<file path="src/design/cursor_pkg.sv">
package cursor_pkg;

  // Frame buffer geometry.
  localparam int buf_dim   = 16;
  localparam int buf_words = buf_dim * buf_dim;
  localparam int coord_w   = 4;
  localparam int pix_w     = 8;

  // Outline geometry.
  localparam int side_len = 4;
  localparam int step_w   = $clog2(side_len + 1);

  localparam logic [pix_w-1:0] colour_white = 8'hFF;
  localparam logic [pix_w-1:0] colour_black = 8'h00;

  localparam int hold_w = 16;

  typedef enum logic [1:0] {
    cfg_origin_x   = 2'd0,
    cfg_origin_y   = 2'd1,
    cfg_white_hold = 2'd2,
    cfg_black_hold = 2'd3
  } cfg_addr_e;

  typedef struct packed {
    logic [coord_w-1:0] org_x;
    logic [coord_w-1:0] org_y;
    logic [hold_w-1:0]  white_hold;
    logic [hold_w-1:0]  black_hold;
  } cursor_cfg_t;

  typedef struct packed {
    logic               en;
    logic [coord_w-1:0] x;
    logic [coord_w-1:0] y;
    logic [pix_w-1:0]   data;
  } pix_wr_t;

  typedef enum logic [1:0] {
    dir_right = 2'd0,
    dir_down  = 2'd1,
    dir_left  = 2'd2,
    dir_up    = 2'd3
  } dir_e;

  typedef enum logic [3:0] {
    st_idle,
    st_load,
    st_paint_r,
    st_adv_r,
    st_paint_d,
    st_adv_d,
    st_paint_l,
    st_adv_l,
    st_paint_u,
    st_adv_u,
    st_side,
    st_white_hold,
    st_colour,
    st_black_hold,
    st_done
  } paint_state_e;

endpackage
</file>
<file path="src/design/cursor_palette_top.sv">
`timescale 1ns/1ps

module cursor_palette_top
  import cursor_pkg::*;
(
  input  logic               clk,
  input  logic               rst,
  input  logic               start,
  input  logic               cfg_we,
  input  cfg_addr_e          cfg_addr,
  input  logic [15:0]        cfg_wdata,
  input  logic [coord_w-1:0] rd_x,
  input  logic [coord_w-1:0] rd_y,
  output logic               busy,
  output logic               done,
  output pix_wr_t            pix_wr,
  output logic [pix_w-1:0]   rd_data
);

  cursor_cfg_t        cfg;
  logic               load_origin;
  logic               step;
  logic               clear_steps;
  logic               side_done;
  dir_e               dir;
  logic               paint;
  logic [pix_w-1:0]   colour;
  logic               hold_start;
  logic               hold_sel;
  logic               hold_expired;
  logic [coord_w-1:0] cur_x;
  logic [coord_w-1:0] cur_y;

  cursor_cfg_regs cursor_cfg_regs_inst (
    .clk       (clk),
    .rst       (rst),
    .cfg_we    (cfg_we),
    .cfg_addr  (cfg_addr),
    .cfg_wdata (cfg_wdata),
    .cfg       (cfg)
  );

  cursor_outline_fsm cursor_outline_fsm_inst (
    .clk          (clk),
    .rst          (rst),
    .start        (start),
    .side_done    (side_done),
    .hold_expired (hold_expired),
    .load_origin  (load_origin),
    .step         (step),
    .clear_steps  (clear_steps),
    .paint        (paint),
    .hold_start   (hold_start),
    .hold_sel     (hold_sel),
    .busy         (busy),
    .done         (done),
    .dir          (dir),
    .colour       (colour)
  );

  cursor_position cursor_position_inst (
    .clk         (clk),
    .rst         (rst),
    .load_origin (load_origin),
    .step        (step),
    .clear_steps (clear_steps),
    .dir         (dir),
    .cfg         (cfg),
    .cur_x       (cur_x),
    .cur_y       (cur_y),
    .side_done   (side_done)
  );

  blink_timer blink_timer_inst (
    .clk          (clk),
    .rst          (rst),
    .hold_start   (hold_start),
    .hold_sel     (hold_sel),
    .cfg          (cfg),
    .hold_expired (hold_expired)
  );

  // Paint strobe and current position form the write.
  assign pix_wr = '{en: paint, x: cur_x, y: cur_y, data: colour};

  pixel_buffer pixel_buffer_inst (
    .clk     (clk),
    .pix_wr  (pix_wr),
    .rd_x    (rd_x),
    .rd_y    (rd_y),
    .rd_data (rd_data)
  );

endmodule

</file>
<file path="src/design/pixel_buffer.sv">
`timescale 1ns/1ps

module pixel_buffer
  import cursor_pkg::*;
(
  input  logic               clk,
  input  pix_wr_t            pix_wr,
  input  logic [coord_w-1:0] rd_x,
  input  logic [coord_w-1:0] rd_y,
  output logic [pix_w-1:0]   rd_data
);

  logic [pix_w-1:0]     mem [buf_words];
  logic [2*coord_w-1:0] wr_addr;
  logic [2*coord_w-1:0] rd_addr;

  // Row major, y selects the row.
  assign wr_addr = {pix_wr.y, pix_wr.x};
  assign rd_addr = {rd_y, rd_x};

  always_ff @(posedge clk) begin
    if (pix_wr.en) begin
      mem[wr_addr] <= pix_wr.data;
    end
  end

  always_ff @(posedge clk) begin
    rd_data <= mem[rd_addr]; // One cycle read latency.
  end

endmodule

</file>
<file path="src/design/blink_timer.sv">
`timescale 1ns/1ps

module blink_timer
  import cursor_pkg::*;
(
  input  logic        clk,
  input  logic        rst,
  input  logic        hold_start,
  input  logic        hold_sel,
  input  cursor_cfg_t cfg,
  output logic        hold_expired
);

  logic [hold_w-1:0] count_q;
  logic [hold_w-1:0] load_val;

  // 0 picks the white hold, 1 the black one.
  assign load_val = hold_sel ? cfg.black_hold : cfg.white_hold;

  always_ff @(posedge clk) begin
    if (rst) begin
      count_q <= '0;
    end else if (hold_start) begin
      count_q <= load_val;
    end else if (count_q != '0) begin
      count_q <= count_q - 1'b1;
    end
  end

  // Stale zero from the previous hold must not count while a load is pending.
  assign hold_expired = (count_q == '0) && !hold_start;

endmodule

</file>
<file path="src/design/cursor_position.sv">
`timescale 1ns/1ps

module cursor_position
  import cursor_pkg::*;
(
  input  logic               clk,
  input  logic               rst,
  input  logic               load_origin,
  input  logic               step,
  input  logic               clear_steps,
  input  dir_e               dir,
  input  cursor_cfg_t        cfg,
  output logic [coord_w-1:0] cur_x,
  output logic [coord_w-1:0] cur_y,
  output logic               side_done
);

  logic [coord_w-1:0] x_q;
  logic [coord_w-1:0] y_q;
  logic [step_w-1:0]  steps_q;
  logic               at_edge;

  always_ff @(posedge clk) begin
    if (rst) begin
      x_q <= '0;
      y_q <= '0;
    end else if (load_origin) begin
      x_q <= cfg.org_x;
      y_q <= cfg.org_y;
    end else if (step) begin
      case (dir)
        dir_right: x_q <= x_q + 1'b1;
        dir_down:  y_q <= y_q + 1'b1;
        dir_left:  x_q <= x_q - 1'b1;
        default:   y_q <= y_q - 1'b1;
      endcase
    end
  end

  // Steps taken on the current side.
  always_ff @(posedge clk) begin
    if (rst || load_origin || clear_steps) begin
      steps_q <= '0;
    end else if (step) begin
      steps_q <= steps_q + 1'b1;
    end
  end

  // Counts the step in flight, so the FSM leaves the side right after it.
  assign side_done = step && (steps_q == step_w'(side_len - 1));

  assign cur_x = x_q;
  assign cur_y = y_q;

  always_comb begin
    case (dir)
      dir_right: at_edge = (x_q == coord_w'(buf_dim - 1));
      dir_down:  at_edge = (y_q == coord_w'(buf_dim - 1));
      dir_left:  at_edge = (x_q == '0);
      default:   at_edge = (y_q == '0);
    endcase
  end

  // Origin must leave room for a full side in every direction.
  in_buffer_a : assert property (
    @(posedge clk) disable iff (rst) step |-> !at_edge
  ) else $error("cursor_position: step would wrap out of the buffer");

endmodule

</file>
<file path="src/design/cursor_outline_fsm.sv">
`timescale 1ns/1ps

module cursor_outline_fsm
  import cursor_pkg::*;
(
  input  logic             clk,
  input  logic             rst,
  input  logic             start,
  input  logic             side_done,
  input  logic             hold_expired,
  output logic             load_origin,
  output logic             step,
  output logic             clear_steps,
  output logic             paint,
  output logic             hold_start,
  output logic             hold_sel,
  output logic             busy,
  output logic             done,
  output dir_e             dir,
  output logic [pix_w-1:0] colour
);

  paint_state_e     state_q;
  paint_state_e     state_d;
  dir_e             dir_q;
  dir_e             dir_d;
  logic [pix_w-1:0] colour_q;
  logic [pix_w-1:0] colour_d;

  always_ff @(posedge clk) begin
    if (rst) begin
      state_q  <= st_idle;
      dir_q    <= dir_right;
      colour_q <= colour_white;
    end else begin
      state_q  <= state_d;
      dir_q    <= dir_d;
      colour_q <= colour_d;
    end
  end

  always_comb begin
    state_d  = state_q;
    dir_d    = dir_q;
    colour_d = colour_q;
    case (state_q)
      st_idle: begin
        if (start) begin
          state_d = st_load;
        end
      end
      st_load: begin
        dir_d    = dir_right;
        colour_d = colour_white; // First pass is always white.
        state_d  = st_paint_r;
      end
      st_paint_r: state_d = st_adv_r;
      st_adv_r:   state_d = side_done ? st_side : st_paint_r;
      st_paint_d: state_d = st_adv_d;
      st_adv_d:   state_d = side_done ? st_side : st_paint_d;
      st_paint_l: state_d = st_adv_l;
      st_adv_l:   state_d = side_done ? st_side : st_paint_l;
      st_paint_u: state_d = st_adv_u;
      st_adv_u:   state_d = side_done ? st_side : st_paint_u;
      st_side: begin
        case (dir_q)
          dir_right: begin
            dir_d   = dir_down;
            state_d = st_paint_d;
          end
          dir_down: begin
            dir_d   = dir_left;
            state_d = st_paint_l;
          end
          dir_left: begin
            dir_d   = dir_up;
            state_d = st_paint_u;
          end
          default: begin
            // Outline closed, back at the origin.
            dir_d   = dir_right;
            state_d = (colour_q == colour_white) ? st_white_hold : st_black_hold;
          end
        endcase
      end
      st_white_hold: begin
        if (hold_expired) begin
          state_d = st_colour;
        end
      end
      st_colour: begin
        colour_d = colour_black;
        state_d  = st_paint_r;
      end
      st_black_hold: begin
        if (hold_expired) begin
          state_d = st_done;
        end
      end
      st_done: state_d = st_idle;
      default: state_d = st_idle;
    endcase
  end

  always_comb begin
    load_origin = (state_q == st_load);
    paint       = (state_q == st_paint_r) || (state_q == st_paint_d) ||
                  (state_q == st_paint_l) || (state_q == st_paint_u);
    step        = (state_q == st_adv_r) || (state_q == st_adv_d) ||
                  (state_q == st_adv_l) || (state_q == st_adv_u);
    clear_steps = (state_q == st_side);
    hold_start  = (state_q == st_side) && (dir_q == dir_up); // Timer loads here.
    hold_sel    = (colour_q == colour_black);
    busy        = (state_q != st_idle);
    done        = (state_q == st_done);
  end

  assign dir    = dir_q;
  assign colour = colour_q;

  paint_hold_excl_a : assert property (
    @(posedge clk) disable iff (rst) !(paint && hold_start)
  ) else $error("cursor_outline_fsm: paint during hold start");

  done_pulse_a : assert property (
    @(posedge clk) disable iff (rst) done |=> !done
  ) else $error("cursor_outline_fsm: done held longer than one cycle");

endmodule

</file>
<file path="src/design/cursor_cfg_regs.sv">
`timescale 1ns/1ps

module cursor_cfg_regs
  import cursor_pkg::*;
(
  input  logic        clk,
  input  logic        rst,
  input  logic        cfg_we,
  input  cfg_addr_e   cfg_addr,
  input  logic [15:0] cfg_wdata,
  output cursor_cfg_t cfg
);

  cursor_cfg_t cfg_q;

  always_ff @(posedge clk) begin
    if (rst) begin
      cfg_q.org_x      <= '0;
      cfg_q.org_y      <= '0;
      cfg_q.white_hold <= hold_w'(1);
      cfg_q.black_hold <= hold_w'(1);
    end else if (cfg_we) begin
      case (cfg_addr)
        cfg_origin_x: begin
          cfg_q.org_x <= cfg_wdata[coord_w-1:0]; // Upper bits are dropped.
        end
        cfg_origin_y: begin
          cfg_q.org_y <= cfg_wdata[coord_w-1:0];
        end
        cfg_white_hold: begin
          cfg_q.white_hold <= cfg_wdata[hold_w-1:0];
        end
        cfg_black_hold: begin
          cfg_q.black_hold <= cfg_wdata[hold_w-1:0];
        end
        default: begin
          cfg_q <= cfg_q;
        end
      endcase
    end
  end

  assign cfg = cfg_q;

  // A zero hold would make the timer expire before the FSM waits on it.
  hold_nonzero_a : assert property (
    @(posedge clk) disable iff (rst)
    (cfg_q.white_hold != '0) && (cfg_q.black_hold != '0)
  ) else $error("cursor_cfg_regs: hold time programmed to zero");

endmodule

</file>
<file path="config.mk">
export PLATFORM = sky130hd
export DESIGN_NAME = cursor_palette_top
export DESIGN_NICKNAME = d
export VERILOG_FILES = /design/src/design/cursor_pkg.sv /design/src/design/cursor_palette_top.sv /design/src/design/pixel_buffer.sv /design/src/design/blink_timer.sv /design/src/design/cursor_position.sv /design/src/design/cursor_outline_fsm.sv /design/src/design/cursor_cfg_regs.sv
export SDC_FILE = /design/constraint.sdc
export NUM_CORES = 1
export LEC_CHECK = 0
export BUFFER_PORTS_ARGS = -buffer_cell sky130_fd_sc_hd__buf_2
export CAP_MARGIN = 30
export CORE_MARGIN = 2
export CORE_UTILIZATION = 40
export CTS_CLUSTER_DIAMETER = 40
export CTS_CLUSTER_SIZE = 20
export DETAILED_ROUTE_END_ITERATION = 16
export GPL_TIMING_DRIVEN = 0
export PLACE_DENSITY_LB_ADDON = 0.15
export SLEW_MARGIN = 20
export SYNTH_ARGS = -nofsm -noshare
export SYNTH_HDL_FRONTEND = slang
export SYNTH_SLANG_ARGS = --single-unit
</file>
<file path="constraint.sdc">
create_clock -name clk -period 5.2 [get_ports clk]
set_clock_uncertainty 0.05 [all_clocks]
set_input_delay 0.52 -clock clk [delete_from_list [all_inputs] [get_ports clk]]
set_output_delay 0.52 -clock clk [all_outputs]
set_load 0.03 [all_outputs]
</file>
==> metrics.csv <==
stage;metric;value;unit
status;status;finished clean;
timing;relSlewSlack;0.345;
finish;multi_input_area;0.00526;mm2
floorplanning;pin_count;57;
clock_network;numClockSinks;331;
global_routing;grt_max_degree;81;
pwr;vdd_drop_max;0.000241;V
finish;most-common-layout-cells;nor2_1 (316), edfxtp_1 (256), nand2_1 (107), clkbuf_1 (74), dfxtp_1 (74);
finish;nets;1432;
logic_synthesis;ys_types;58;
finish;drive_above_1_share;0.156;
critical_path;required;5430;ps
logic_synthesis;async_reset_ff_frac;0;
floorplanning;rows;70;
clock_network;path_clk_slew;60;ps
pwr;power_density;398;mW/mm2
logic_synthesis;ys_seq_area_frac;0.612;
finish;seq_area;0.00919;mm2
drt;top_layer_used;met4;
clock_network;root_buffer;clkbuf_16;
logic_synthesis;ys.flop_type;edfxtp_1;
global_routing;overflow;0;
timing;maxSlewViolCount;0;
clock_network;cts_hold_buffers;0;
placed_design;dp.cells;1803;
global_routing;grt_pass1_vias;10410;
critical_path;startpoint_type;flip-flop;
global_routing;antenna_found_initial;1;
placed_design;io_buffers;53;
clock_network;cts-htree-levels;2;
placed_design;placed_cell_area;0.0159;mm2
finish;fin_cells;1894;
logic_synthesis;yosysWarnings;0;
critical_path;path_class;reg -> reg;
critical_path;end_kind;flip-flop;
drt;drt_iter0_markers;1027;
drt;firstDrtPassIters;6;
drt;wl;40000;um
drt;avgRoutedWirePerCell;21.1;um
finish;final_common_cell;nor2_1;
clock_network;post_cts_resize_count;0;
clock_network;cts_buffers;50;
clock_network;clk-insertion-delay-late;580;ps
clock_network;post_cts_buffers;0;
floorplanning;initial_core_util;0.408;
global_routing;grt_pass1_wl;61600;um
drt;drc;0;
timing;rsz0062_at_grt;false;
logic_synthesis;synthesis.nets;1324;
flow_run;maxCapViolCount;0;
floorplanning;die-area;0.0391;mm2
pwr;p_leak;6.44;nW
global_routing;gr-usage-all-layers;0.211;
logic_synthesis;synth-seq-cells;331;
timing;finalHoldViolations;0;
placed_design;gp_congestion;0.825;
drt;met3_length;2620;um
clock_network;clk_path_buf_depth;3;
clock_network;cts_tree;done;
logic_synthesis;synth_enable_flop_cells;256;
timing;fin_crit_sh;0.626;
pwr;p_total;0.00704;W
finish;syn_to_final_growth;17.7;%
critical_path;arrival;3490;ps
drt;met1_length;17300;um
timing;setup_viol;0;
floorplanning;die_h;198;um
logic_synthesis;syn_area;0.0150;mm2
floorplanning;core;0.0368;mm2
timing;fmax;307;MHz
logic_synthesis;avgSynthCellArea;11.7;um2
min_path;worstHoldPathType;in -> reg;
timing;period_needed;3260;ps
finish;fillers;3359;
drt;via_count;10313;
drt;postRouteAntennaNets;0;
placed_design;hpwl;26600;um
floorplanning;die_w;198;um
timing;worstMarginPinSlew;979;ps
finish;finalInstanceArea;0.0177;mm2
drt;wl_met2;19000;um
logic_synthesis;syn_inst;1279;
critical_path;crit_fanout;10;
finish;antenna_cells;0;
drt;vias_per_cell;5.45;
through the flow:
stage / setup TNS, ps / hold WS [ps] / utilization / setup slack (ps)
2_1_floorplan: 0 / 381 / - / 300
3_3_place_gp: -575390 / 391 / 0.431 / -2150
3_5_place_dp: 0 / 393 / 0.433 / 1830
4_1_cts: 0 / 132 / 0.480 / 2020
5_1_grt: 0 / 153 / 0.480 / 1860
6_report: 0 / 163 / 0.480 / 1940
flip-flops by register name, summed over array words and instances (netlist names), 2 cells and up:
| signal | cells |
|---|---|
| blink_timer_inst.count_q | 16 |
| cursor_cfg_regs_inst.cfg | 40 |
| cursor_outline_fsm_inst.dir | 2 |
| cursor_outline_fsm_inst.state_q | 4 |
| cursor_position_inst.cur_x | 4 |
| cursor_position_inst.cur_y | 4 |
| cursor_position_inst.steps_q | 3 |
| pixel_buffer_inst.mem | 256 |
per-layer routing:
| metal | GRT usage | vias up |
|---|---|---|
| met2 | 0.348 | 338 |
| met1 | 0.285 | 5055 |
| met4 | 0.0749 | 0 |
| met5 | 0 | - |
| met3 | 0.0341 | 69 |
| li1 | - | 4851 |
report_power, final:
part | total [W] | internal (W) | switching (W)
Clock | 0.00341 | 0.00206 | 0.00136
Sequential | 0.00295 | 0.00288 | 0.0000688
Combinational | 0.000674 | 0.000260 | 0.000414
synth_stat cells, types with 5 or more instances:
library cell,n,area (um2)
a21oi_1,46,230
nand3_1,31,155
nor2b_1,19,119
nand2b_1,5,31.3
buf_2,7,35.0
nor4_1,13,81.3
buf_4,22,165
nor2_1,316,1190
o21ai_0,13,65.1
edfxtp_1,256,7690
a211oi_1,26,195
xor2_1,8,70.1
inv_1,13,48.8
mux4_2,40,901
clkbuf_1,72,270
nand3b_1,8,60.1
mux2i_1,67,671
ha_1,13,163
dfxtp_1,75,1500
a21o_1,5,37.5
a22oi_1,7,52.6
or3_1,11,68.8
o22ai_1,24,150
xnor2_1,10,87.6
a22o_1,8,70.1
a31oi_1,5,31.3
nand2_1,107,402
nor3_1,5,25.0
final timing paths:
check,start,endpoint,slack [ps],cells past startpoint
hold / removal,cfg_wdata[13],cursor_cfg_regs_inst.cfg[29],160,3
setup / recovery,cursor_position_inst.cur_x[1],pixel_buffer_inst.mem[107][6],1940,7
hold reg to reg,cursor_cfg_regs_inst.cfg[27],cursor_cfg_regs_inst.cfg[27],400,2
setup reg to reg,cursor_position_inst.cur_x[1],pixel_buffer_inst.mem[107][6],1940,7
layout make-up:
class / instances / area share
sequential: 331 / 0.521
multi-input combinational: 829 / 0.298
clock buffer: 54 / 0.0728
tap: 468 / 0.0332
buffer: 106 / 0.0292
clock inverter: 37 / 0.0247
timing repair buffer: 56 / 0.0193
inverter: 13 / 0.00276
worst max-delay path, cell delays in order, from the launching register on:
cell	delay [ps]
dfxtp_1	360
clkbuf_1	340
inv_1	140
nor2_1	600
nand3_1	340
or3_1	520
clkbuf_1	380
nor2_1	230
cells by family (layout without fill, tap and decap cells):
family                   count (synthesis)  count (layout)  share of synthesized area
buffers and inverters                  119             266                     0.0376
multiplexers                           111             111                      0.110
adder cells (fa/ha/maj)                 15              15                     0.0135
AO/OA/AOI/OAI                          150             150                     0.0642
XOR/XNOR                                18              18                     0.0105
AND/OR/NAND/NOR                        535             535                      0.152
flip-flops                             331             331                      0.612
Power figures use the tool's default switching activity.
